$ cat config.mk
export PLATFORM = sky130hd
export DESIGN_NAME = sad_trigger_unit
export DESIGN_NICKNAME = d
export VERILOG_FILES = /design/src/source/sad_regmap_pkg.sv /design/src/source/sad_trigger_unit.sv
export SDC_FILE = /design/constraint.sdc
export NUM_CORES = 1
export LEC_CHECK = 0
export BUFFER_PORTS_ARGS = -buffer_cell sky130_fd_sc_hd__buf_2
export CORE_UTILIZATION = 36
export DETAILED_ROUTE_END_ITERATION = 8
export PLACE_DENSITY = 0.57
export REMOVE_ABC_BUFFERS = 1
export SYNTH_ARGS = -nofsm -noshare
export SYNTH_HDL_FRONTEND = slang
export SYNTH_SLANG_ARGS = --single-unit
$ cat constraint.sdc
create_clock -name adc_sampleclk -period 2.49 [get_ports adc_sampleclk]
set_input_delay 0.6225 -clock adc_sampleclk [delete_from_list [all_inputs] [get_ports adc_sampleclk]]
set_output_delay 0.6225 -clock adc_sampleclk [all_outputs]
set_load 0.1 [all_outputs]
$ cat src/source/sad_regmap_pkg.sv
`default_nettype none

package sad_regmap_pkg;

    typedef enum logic [7:0] {
        SAD_STATUS            = 8'h00,
        SAD_THRESHOLD         = 8'h01,
        SAD_REFERENCE         = 8'h02,
        SAD_REFEN             = 8'h03,
        SAD_MULTIPLE_TRIGGERS = 8'h04,
        SAD_ALWAYS_ARMED      = 8'h05
    } sad_reg_e;

    typedef struct packed {
        logic [15:0] count;     // trigger rising edges since last clear
        logic [6:0]  reserved;
        logic        triggered;
    } status_fields_t;

    // same 24 bits, seen as fields by the trigger unit
    // and as bytes by the register read mux
    typedef union packed {
        status_fields_t  fields;
        logic [2:0][7:0] bytes;
    } status_u;

endpackage

`default_nettype wire

$ cat src/source/sad_trigger_unit.sv
`timescale 1ns/1ps
`default_nettype none

module sad_trigger_unit import sad_regmap_pkg::*; (
    input  wire logic adc_sampleclk,
    input  wire logic reset,
    input  wire logic window_hit,
    input  wire logic armed_and_ready,
    input  wire logic multiple_triggers,
    input  wire logic status_clear,
    output logic      trigger,
    output status_u   status
);

    logic        trigger_r;
    logic        armed_r;
    logic [15:0] trig_count;
    logic        triggered;
    logic        trig_rise;
    logic        clear_evt;
    logic        blocked;    // one-shot mode already fired

    assign trig_rise = trigger && !trigger_r;
    assign clear_evt = status_clear || (armed_and_ready && !armed_r);  // host clear or re-arm
    assign blocked   = triggered && !multiple_triggers;

    always_ff @(posedge adc_sampleclk) begin
        if (reset) begin
            trigger    <= 1'b0;
            trigger_r  <= 1'b0;
            armed_r    <= 1'b0;
            trig_count <= '0;
            triggered  <= 1'b0;
        end else begin
            trigger   <= window_hit && !blocked;
            trigger_r <= trigger;
            armed_r   <= armed_and_ready;
            if (clear_evt) begin
                trig_count <= '0;
                triggered  <= 1'b0;
            end else if (trig_rise) begin
                trig_count <= trig_count + 1'b1;  // stretched pulse counts once
                triggered  <= 1'b1;
            end
        end
    end

    always_comb begin
        status.fields.count     = trig_count;
        status.fields.reserved  = '0;
        status.fields.triggered = triggered;
    end

    assert property (@(posedge adc_sampleclk) disable iff (reset)
        !(trig_rise || clear_evt) |=> $stable(trig_count));

    assert property (@(posedge adc_sampleclk) disable iff (reset)
        blocked |=> !trigger);

endmodule

`default_nettype wire

==> flow_metrics.tcl <==
set metrics [dict create \
    core_area_mm2 0.00230 \
    synth_edf_count 0 \
    drv_slew 0 \
    grt_max_degree 18 \
    cp.required_ns 1.87 \
    ys_ff_latch 20 \
    cts_hold_buf 0 \
    die_w_um 52.5 \
    diodes 0 \
    path_cells "buf_2" \
    grtUsageTotal 0.145 \
    boundaryPins 31 \
    setup_viol 0 \
    finalWirelength_mm 1.69 \
    ys.flop_type "dfxtp_1" \
    cts-resized-gates 0 \
    fin_nets 135 \
    synth_cells 103 \
    cts_setup_buffers 0 \
    crit_family "buffers and inverters" \
    vdd.ir_drop.worst_uv 322 \
    syn_to_final_growth_pct 16.1 \
    period_minus_slack_ns 1.87 \
    maxCapViolCount 0 \
    clock_skew_ns 0.00556 \
    status "finished, final reports clean" \
    first_pass_iters 1 \
    wl_per_cell_um 10.9 \
    drcViolationCount 0 \
    clockBufferDepth 2 \
    hp-class "reg -> reg" \
    cts.sinks 20 \
    r2r_cells 5 \
    final_util 0.464 \
    crit_arrival_ns 1.25 \
    place_congestion 0.719 \
    regArea_um2 400 \
    cp_slowest_cell "buf_2" \
    cp_slowest_stage_delay_ns 0.48 \
    vias 743 \
    p_leak_nw 0.454 \
    cellPowerDensity_mw_per_mm2 554 \
    via_per_inst 4.79 \
    cts_tree "built" \
    cts_buffers 3 \
    initial_core_util 0.400 \
    cp-end-kind "primary output" \
    fillers 248 \
    ant_nets 0 \
    drive_gt1_frac 0.244 \
    grt_pass1_wl_mm 2.90 \
    yosysWarnings 0 \
    first_iter_violations 0 \
    num_rows 17 \
    overflow 0 \
    finalHoldViolCount 0 \
    syn_area_um2 918 \
    fmax_mhz 534 \
    yosysUniqueCellTypes 29 \
    critical_path_class "reg -> out" \
    dp_hpwl_mm 1.28 \
    post-route-period-util 0.751 \
    async_flop_share 0 \
    path_depth 1 \
    multiInputGateArea_um2 464 \
    yosysSeqAreaShare 0.436 \
    clockRootBuffer "clkbuf_4" \
    placement.io_buffers 23 \
    whs_path_depth 2 \
    clock_latency_ns 0.30 \
    syn_avg_cell_area_um2 8.92 \
    die_height_um 52.5 \
    clk_pin_slew_worst_paths_ns 0.11 \
    rsz0062_at_grt "false" \
    cp.buffers_inverters 1 \
    setup_tns_ns 0 \
    die_area_mm2 0.00276 \
    grt_pass1_vias 666 \
    critPathMaxFanout 8 \
    cp-start-kind "flop" \
    cts_max_level 1 \
    grt_antenna_before_repair 0 \
]
[power by group]
part | switching (mW) | internal, mW | total (mW)
clock network | 0.0970 | 0.0892 | 0.186
registers | 0.00261 | 0.323 | 0.326
logic | 0.0692 | 0.00912 | 0.0783
[per-layer routing]
layer	routed length, µm	GRT usage
met5	0	0
met4	12	0.0395
met3	104	0.0609
met2	820	0.236
met1	751	0.173
[metrics by stage]
step           total power, mW  hold WS, ns  worst slack (ns)  area, µm²  std cells
2_1_floorplan            0.401        0.559             0.307        872         99
3_3_place_gp             0.411        0.474             0.988       1030        151
3_5_place_dp             0.412        0.489             0.967       1030        151
4_1_cts                  0.603        0.499             0.597       1070        155
5_1_grt                  0.620        0.484             0.542       1070        155
6_report                 0.590        0.502             0.619       1070        155
[synth_stat cells (2+ instances only)]
library cell	count	area (µm²)
a21oi_1	4	20.0
and4_1	2	17.5
buf_4	8	60.1
dfxtp_1	20	400
inv_1	2	7.51
nand2_1	6	22.5
nand3_1	5	25.0
nand4_1	4	25.0
nor2_1	16	60.1
nor2b_1	3	18.8
nor3_1	2	10.0
nor4_1	2	12.5
o21ai_0	2	10.0
or3_1	2	12.5
xnor2_1	6	52.6
xor2_1	6	52.6
[flip-flops by register name, summed over array words and instances, names as in the netlist]
| name | cells |
|---|---|
| armed_r | 1 |
| trig_count | 16 |
| trigger | 1 |
| trigger_r | 1 |
| triggered | 1 |
[placed cells by master (no fill, tap or decap)]
cell       n
clkbuf_4   3
and3_1     1
nor2_1    16
xnor2_1    6
a31o_2     1
a21oi_1    4
nor4_1     2
nor4_4     1
nor3b_1    1
nand4b_1   1
clkbuf_8   1
buf_2     23
or3_1      2
nand4_1    4
nor2b_1    3
xor2_1     6
nand2_1    6
o21ai_0    2
conb_1     7
dfxtp_1   20
and4b_1    1
and4_1     2
inv_1      2
o21ai_1    1
nand3_1    5
nor3_1     2
ha_1       1
buf_4      1
nand2b_1   1
nand4_2    1
[cell families (layout without fill, tap and decap cells)]
kind of cell | count (synthesis) | after routing | synth area share
xor+xnor | 12 | 12 | 0.114
flops | 20 | 20 | 0.436
other cells | 1 | 7 | 0.00408
simple gates | 49 | 49 | 0.301
fa+ha+maj | 1 | 1 | 0.0136
buf+inv | 12 | 30 | 0.0831
compound gates | 8 | 8 | 0.0477
[path summary, 6_finish.rpt]
check                                    from              to  slack [ns]
worst max register to register  trig_count[0]  trig_count[14]        0.99
worst max-delay path            trig_count[3]      status[11]        0.62
worst min register to register  trig_count[1]   trig_count[1]        0.50
worst min-delay path            trig_count[1]   trig_count[1]        0.50
[final cells by class]
cell class	instances	area share
inverters	2	0.00704
well taps	28	0.0329
repair buffers	24	0.115
clock buffers	4	0.0340
flip-flops and latches	20	0.376
multi-input cells	77	0.435
(Power assumes the default switching activity.)
