<file path="src/source/sad_settings.svh">
`ifndef SAD_SETTINGS_SVH
`define SAD_SETTINGS_SVH
`default_nettype none

`define SAD_REF_SAMPLES          32  // samples in the reference pattern
`define SAD_SAMPLE_BITS          8
`define SAD_COUNTER_BITS         16  // MSB doubles as saturation flag
`define SAD_BYTECNT_BITS         7
`define SAD_TRIGGER_LATENCY_MAX  16  // last window sample to trigger edge

`default_nettype wire
`endif
</file>
<file path="src/source/sad_regmap_pkg.sv">
`default_nettype none

package sad_regmap_pkg;

    typedef enum logic [7:0] {
        SAD_STATUS            = 8'h00,
        SAD_THRESHOLD         = 8'h01,
        SAD_REFERENCE         = 8'h02,
        SAD_REFEN             = 8'h03,
        SAD_MULTIPLE_TRIGGERS = 8'h04,
        SAD_ALWAYS_ARMED      = 8'h05
    } sad_reg_e;

    typedef struct packed {
        logic [15:0] count;     // trigger rising edges since last clear
        logic [6:0]  reserved;
        logic        triggered;
    } status_fields_t;

    // same 24 bits, seen as fields by the trigger unit
    // and as bytes by the register read mux
    typedef union packed {
        status_fields_t  fields;
        logic [2:0][7:0] bytes;
    } status_u;

endpackage

`default_nettype wire

</file>
<file path="src/source/sad_types_pkg.sv">
`include "sad_settings.svh"
`default_nettype none

package sad_types_pkg;

    // one adc or reference sample
    typedef logic [`SAD_SAMPLE_BITS-1:0] sample_t;

    // running sum or per-pair increment, saturated when MSB set
    typedef logic [`SAD_COUNTER_BITS-1:0] sad_t;

    typedef sample_t [`SAD_REF_SAMPLES-1:0] ref_array_t;

    // counts 0 .. SAD_REF_SAMPLES-1, bit 0 is the pair phase
    typedef logic [$clog2(`SAD_REF_SAMPLES)-1:0] pair_idx_t;

endpackage

`default_nettype wire

</file>
<file path="src/source/sad_cfg_if.sv">
`timescale 1ns/1ps
`include "sad_settings.svh"
`default_nettype none

// configuration from the register block to the window engine
interface sad_cfg_if import sad_types_pkg::*; ();

    ref_array_t                  refs;
    logic [`SAD_REF_SAMPLES-1:0] refen;      // 1 = sample takes part in the sum
    sad_t                        threshold;
    logic                        always_armed;

    modport regs (
        output refs,
        output refen,
        output threshold,
        output always_armed
    );

    modport engine (
        input refs,
        input refen,
        input threshold,
        input always_armed
    );

endinterface

`default_nettype wire

</file>
<file path="src/source/sad_registers.sv">
`timescale 1ns/1ps
`include "sad_settings.svh"
`default_nettype none

module sad_registers import sad_types_pkg::*, sad_regmap_pkg::*; (
    input  wire logic                          adc_sampleclk,
    input  wire logic                          reset,
    input  wire logic [7:0]                    reg_address,
    input  wire logic [`SAD_BYTECNT_BITS-1:0]  reg_bytecnt,
    input  wire logic [7:0]                    reg_datai,
    input  wire logic                          reg_read,
    input  wire logic                          reg_write,
    input  wire status_u                       status,
    output logic [7:0]                         reg_datao,
    output logic                               status_clear,
    output logic                               multiple_triggers,
    sad_cfg_if.regs                            cfg
);

    localparam int REF_BYTES  = `SAD_REF_SAMPLES * `SAD_SAMPLE_BITS / 8;
    localparam int MASK_BYTES = `SAD_REF_SAMPLES / 8;
    localparam int THR_BYTES  = `SAD_COUNTER_BITS / 8;

    logic [`SAD_REF_SAMPLES*`SAD_SAMPLE_BITS-1:0] ref_bits;
    logic [`SAD_REF_SAMPLES-1:0]                  refen_q;
    sad_t                                         threshold_q;
    logic [31:0]                                  threshold_wide;
    logic                                         always_armed_q;

    assign threshold_wide = 32'(threshold_q);  // read back as a 32-bit word

    assign cfg.refs         = ref_bits;
    assign cfg.refen        = refen_q;
    assign cfg.threshold    = threshold_q;
    assign cfg.always_armed = always_armed_q;

    always_ff @(posedge adc_sampleclk) begin
        if (reset) begin
            ref_bits          <= '0;
            refen_q           <= '1;  // every sample compared
            threshold_q       <= '0;
            multiple_triggers <= 1'b0;
            always_armed_q    <= 1'b0;
            status_clear      <= 1'b0;
        end else begin
            status_clear <= reg_write && (reg_address == SAD_STATUS);
            if (reg_write) begin
                case (sad_reg_e'(reg_address))
                    SAD_REFERENCE: begin
                        if (reg_bytecnt < REF_BYTES)
                            ref_bits[reg_bytecnt*8 +: 8] <= reg_datai;
                    end
                    SAD_REFEN: begin
                        if (reg_bytecnt < MASK_BYTES)
                            refen_q[reg_bytecnt*8 +: 8] <= reg_datai;
                    end
                    SAD_THRESHOLD: begin
                        if (reg_bytecnt < THR_BYTES)
                            threshold_q[reg_bytecnt*8 +: 8] <= reg_datai;
                    end
                    SAD_MULTIPLE_TRIGGERS: multiple_triggers <= reg_datai[0];
                    SAD_ALWAYS_ARMED:      always_armed_q    <= reg_datai[0];
                    default: ;  // status write only clears
                endcase
            end
        end
    end

    // byte-wise read, zero outside a read or past the end of a register
    always_comb begin
        reg_datao = 8'h00;
        if (reg_read) begin
            case (sad_reg_e'(reg_address))
                SAD_REFERENCE: begin
                    if (reg_bytecnt < REF_BYTES)
                        reg_datao = ref_bits[reg_bytecnt*8 +: 8];
                end
                SAD_REFEN: begin
                    if (reg_bytecnt < MASK_BYTES)
                        reg_datao = refen_q[reg_bytecnt*8 +: 8];
                end
                SAD_THRESHOLD: begin
                    if (reg_bytecnt < 4)
                        reg_datao = threshold_wide[reg_bytecnt*8 +: 8];
                end
                SAD_STATUS: begin
                    if (reg_bytecnt < 3)
                        reg_datao = status.bytes[reg_bytecnt[1:0]];
                end
                SAD_MULTIPLE_TRIGGERS: reg_datao = {7'b0, multiple_triggers};
                SAD_ALWAYS_ARMED:      reg_datao = {7'b0, always_armed_q};
                default:               reg_datao = 8'h00;
            endcase
        end
    end

    // host never reads and writes in the same cycle
    assert property (@(posedge adc_sampleclk) disable iff (reset)
        !(reg_read && reg_write));

endmodule

`default_nettype wire

</file>
<file path="src/flat_wrapper.sv">
// flat-port wrapper written by rule: the top's interface ports become plain ports
module sad_registers_flat import sad_types_pkg::*, sad_regmap_pkg::*;
  (adc_sampleclk, reset, reg_address, reg_bytecnt, reg_datai, reg_read, reg_write, status, reg_datao, status_clear, multiple_triggers, cfg_refs, cfg_refen, cfg_threshold, cfg_always_armed);
  sad_cfg_if cfg_i ();
  input  wire logic adc_sampleclk;
  input  wire logic reset;
  input  wire logic [7:0] reg_address;
  input  wire logic [`SAD_BYTECNT_BITS-1:0] reg_bytecnt;
  input  wire logic [7:0] reg_datai;
  input  wire logic reg_read;
  input  wire logic reg_write;
  input  wire status_u status;
  output logic [7:0] reg_datao;
  output logic status_clear;
  output logic multiple_triggers;
  output wire logic [$bits(cfg_i.refs)-1:0] cfg_refs;
  output wire logic [$bits(cfg_i.refen)-1:0] cfg_refen;
  output wire logic [$bits(cfg_i.threshold)-1:0] cfg_threshold;
  output wire logic [$bits(cfg_i.always_armed)-1:0] cfg_always_armed;
  assign cfg_refs = cfg_i.refs;
  assign cfg_refen = cfg_i.refen;
  assign cfg_threshold = cfg_i.threshold;
  assign cfg_always_armed = cfg_i.always_armed;
  sad_registers u_core (.adc_sampleclk(adc_sampleclk), .reset(reset), .reg_address(reg_address), .reg_bytecnt(reg_bytecnt), .reg_datai(reg_datai), .reg_read(reg_read), .reg_write(reg_write), .status(status), .reg_datao(reg_datao), .status_clear(status_clear), .multiple_triggers(multiple_triggers), .cfg(cfg_i));
endmodule
</file>
<file path="config.mk">
export PLATFORM = sky130hd
export DESIGN_NAME = sad_registers_flat
export DESIGN_NICKNAME = d
export VERILOG_FILES = /design/src/source/sad_regmap_pkg.sv /design/src/source/sad_types_pkg.sv /design/src/source/sad_cfg_if.sv /design/src/source/sad_registers.sv /design/src/flat_wrapper.sv
export VERILOG_INCLUDE_DIRS = /design/src /design/src/source
export SDC_FILE = /design/constraint.sdc
export NUM_CORES = 1
export LEC_CHECK = 0
export ABC_AREA = 0
export BUFFER_PORTS_ARGS = -buffer_cell sky130_fd_sc_hd__buf_2
export CORE_MARGIN = 3
export CORE_UTILIZATION = 49
export CTS_CLUSTER_DIAMETER = 120
export DETAILED_ROUTE_END_ITERATION = 8
export PLACE_DENSITY = 0.83
export SYNTH_ARGS = -nofsm -noshare
export SYNTH_HDL_FRONTEND = slang
export SYNTH_SLANG_ARGS = --single-unit
</file>
<file path="constraint.sdc">
create_clock -name adc_sampleclk -period 4.1 [get_ports adc_sampleclk]
set_input_delay 0.41 -clock adc_sampleclk [delete_from_list [all_inputs] [get_ports adc_sampleclk]]
set_output_delay 0.41 -clock adc_sampleclk [all_outputs]
set_load 0.005 [all_outputs]
</file>
==> summary.md <==
| Metric | Value |
|---|---|
| Synth Net Count | 1,583 |
| Unique masters post-synth | 64 |
| Cells on worst reg2reg path | 2 |
| Worst r2r src | u_core.cfg.refs[186]$_SDFFE_PP0P_ |
| DRC Markers | 0 |
| Via count | 14,600 |
| Hpwl dp | roughly 44,000 µm |
| Clock Power Share | a little under half |
| Crit path launch type | input port |
| Register area share after synthesis | ~41% |
| Post-synth EDFFs | 0 |
| Util after Layout | about 61% |
| Worst path bufs/invs | 3 |
| First-pass GRT wire length | ~88,000 µm |
| Initial antenna violation count | 1 |
| Fin crit share | 85.2% |
| RD Place Congestion | about 1.0 |
| Core area | approximately 30,000 µm² |
| Final Hold Fails | 0 |
| Initial drt markers | roughly 2,000 |
| Ys flop type | dfxtp_1 |
| CTS Hold Bufs | 0 |
| CP max stage cell | nor3_1 |
| WHS Path Cells | 3 |
| #FFs+latches synth | approximately 310 |
| Count leader, synth | nand2_1 |
| CTS tree | yes |
| Worst slew margin | 24.8% |
| Outcome | completed |
| Ys async rst share | 0% |
| # setup viols final | 0 |
| Crit path largest cell delay | around 0.73 ns |
| Final worst slack | ~0.61 ns |
| Pre-CTS setup slack | approximately 0.54 ns |
| RR Endpoint | u_core.cfg.refs[186]$_SDFFE_PP0P_ |
| RSZ-0062 raised after global routing | no |
| Die X | 180 µm |
| NetSw | ~1.6 mW |
| Power share of the combinational group | ~6.4% |
| ANT nets after route | 0 |
| Initial Util | roughly half |
| Routed wire length | about 60,000 µm |
| CTS buffer count | 34 |
| Full die area | about 32,000 µm² |
| Reg power frac | between 40% and 50% |
| Top cells by area, synth | dfxtp_1 (41%), mux2i_1 (20%), mux4_2 (9.1%) |
| Drt first pass iters | 6 |
| H-tree Lvls | 2 |
| Max Freq | around 290 MHz |
| Die height | 180 µm |
| Synth Cell Area | 14,900 µm² |
| Share of cells above drive strength 1 | 29.5% |
| Leakage power | about 8.5 nW |
| R2R Setup Slk | around 3.3 ns |
| PostCTS Resize Cnt | 0 |
| Std cell rows | 63 |
| Max Root-Sink Buffers | 3 |
| Vias in the first global route | ~14,000 |
| Post-Syn Instances | 1,529 |
| Critical path type | in2out |
| Hold path endpoint | u_core.cfg.threshold[12]$_SDFFE_PP0P_ |
| Setup total negative slack | 0 ns |
| Share of the synthesized area in the top cell type | roughly two fifths |
| Switch share | 24.1% |
| Port-buffer cells | between 300 and 400 |
| Hold path start | reg_datai[4] |
| Max cap viols | 0 |
| Cell-internal power | between 4 and 5 mW |
| Final Slew Violations | 0 |
| Total GRT Usage | approximately a third |
| Clock Tree Root | clkbuf_16 |
| Area growth from synthesis to layout | 22.9% |
| Clock edge transition at the registers on the reported setup and hold paths | roughly 0.06 ns |
| Kind of end point of the critical path | output pin |
| Fin nets | approximately 1,900 |
| # IOs | ~370 |
| Actual slew at the worst max-slew pin | 1.12 ns |
| Worst path top cell family by delay | simple AND/OR/NAND/NOR gates |
| CP cell instances | buf_4 -> buf_12 -> mux4_2 -> a22oi_1 -> nand2_1 -> nor3_1 -> o22ai_1 -> buf_2 |
| Post-Syn Area per Cell | 9.72 µm² |
| Synth top cells by count | nand2_1 (334), dfxtp_1 (307), mux2i_1 (295), nor2_1 (72), clkbuf_1 (70) |
| Power per cell area | around 350 nW/µm² |
| Worst hold path type | in2reg |
| Synth area leader | dfxtp_1 |
| Clk_skew | 0 ns |
| Routed length per instance | ~26 µm |
| Ys Warns | 0 |
| CP arrival | around 3.1 ns |
| Critical path required time | about 3.7 ns |
| Setup bufs post-CTS | 0 |
| Vias per cell | 6.37 |
| Congestion Overflow GR | 0 |
| Sink Count | 307 |
| Post-layout minimum cycle time | 3.49 ns |
| Peak supply drop | about 0.26 mV |
| Clk Latency, worst-skew pair | roughly 0.5 ns |
| CP max FO | 35 |
| Pin count of the biggest net entering global routing | 99 |
==> cells in the final DEF (no fill, tap or decap), types with 4 or more instances in the layout <==
cell type and count:
nor2b_1 12, clkinv_2 4, nand3_2 9, mux4_2 60
o21ai_1 4, a22o_1 6, a211oi_1 7, dfxtp_1 307
o2111ai_1 17, nand4_1 8, nor3_1 17, nand2b_1 5
o22ai_1 7, or4_1 4, mux2_2 10, inv_1 35
clkbuf_1 6, buf_2 363, o21ai_0 31, or3_1 5
nor2_1 72, a22oi_1 17, a21oi_1 9, buf_4 44
o211ai_1 32, nand2_1 334, clkbuf_16 35, a222oi_1 4
mux2i_1 295, a2111oi_0 6, nand3_1 30, clkbuf_8 7
and2_1 6, nor4_1 22, a221oi_1 4
==> state kept, by name (all words and copies together) (netlist names) <==
register                  count
u_core.cfg.refs             256
u_core.cfg.refen             32
u_core.cfg.threshold         16
u_core.cfg.always_armed       1
u_core.multiple_triggers      1
u_core.status_clear           1
==> power by group through the flow <==
stage                     Clock (mW)  Sequential (mW)  Combinational [mW]
after floorplan                    0             3.05               0.249
after global placement             0             3.05               0.394
after detailed placement           0             3.05               0.400
after CTS                       3.06             2.98               0.402
after global routing            3.17             2.98               0.434
final                           3.07             2.98               0.417
==> area by class of cell <==
type | count | area (µm²)
clock buffers | 48 | 995
flip-flops and latches | 307 | 6150
fillers | 2492 | 11500
multi-input cells | 1087 | 8200
diodes | 1 | 2.50
repair buffers | 409 | 2190
inverters | 36 | 140
well taps | 390 | 488
clock inverters | 9 | 104
==> worst max-delay path by stage <==
stage	cells past startpoint	slack, ns	end	startpoint
global placement	13	0.60	u_core.cfg.refs[178]$_SDFFE_PP0P_	reg_bytecnt[0]
finish	8	0.61	reg_datao[2]	reg_bytecnt[0]
global route	8	0.57	reg_datao[6]	reg_bytecnt[0]
floorplan	15	0.08	u_core.cfg.refs[160]$_SDFFE_PP0P_	reg_bytecnt[0]
detailed placement	13	0.54	u_core.cfg.refs[183]$_SDFFE_PP0P_	reg_bytecnt[0]
CTS	8	0.79	reg_datao[2]	reg_bytecnt[0]
==> cells by family (layout without fill, tap and decap cells) <==
family                     count (synthesis)  after routing  synth area share, %
AOI/OAI and AO/OA                        160            160                 7.89
muxes                                    365            365                 29.7
other                                      0              1                    0
and+or+nand+nor                          556            556                 17.0
xor gates and xnor gates                   3              3                0.177
buffers and inverters                    135            502                 3.54
adders and majority gates                  3              3                0.253
DFF                                      307            307                 41.4
==> worst register-to-register path, cell delays in order (launching register included) <==
cell and delay [ns]:
dfxtp_1 0.51, o211ai_1 0.14, o21ai_0 0.12
==> per-layer routing <==
layer / GRT usage, % / up-vias / share of wire, % / routed length, µm
met4: 20.0 / 0 / 6.7 / 4020
li1: - / 6216 / - / -
met2: 56.6 / 1150 / 45 / 27300
met1: 42.7 / 6988 / 36 / 21500
met5: 0 / - / 0 / 0
met3: 8.86 / 221 / 12 / 7110
==> through the flow <==
step | total power, mW | instance area, µm² | instances | hold slack (ns)
after floorplan | 3.30 | 14900 | 1529 | 0.460
after global placement | 3.44 | 17200 | 2229 | 0.452
after detailed placement | 3.45 | 17200 | 2229 | 0.463
after CTS | 6.44 | 18300 | 2286 | 0.216
after global routing | 6.59 | 18300 | 2286 | 0.238
final | 6.47 | 18300 | 2287 | 0.220
No activity file was read; power rests on OpenSTA's default activity.
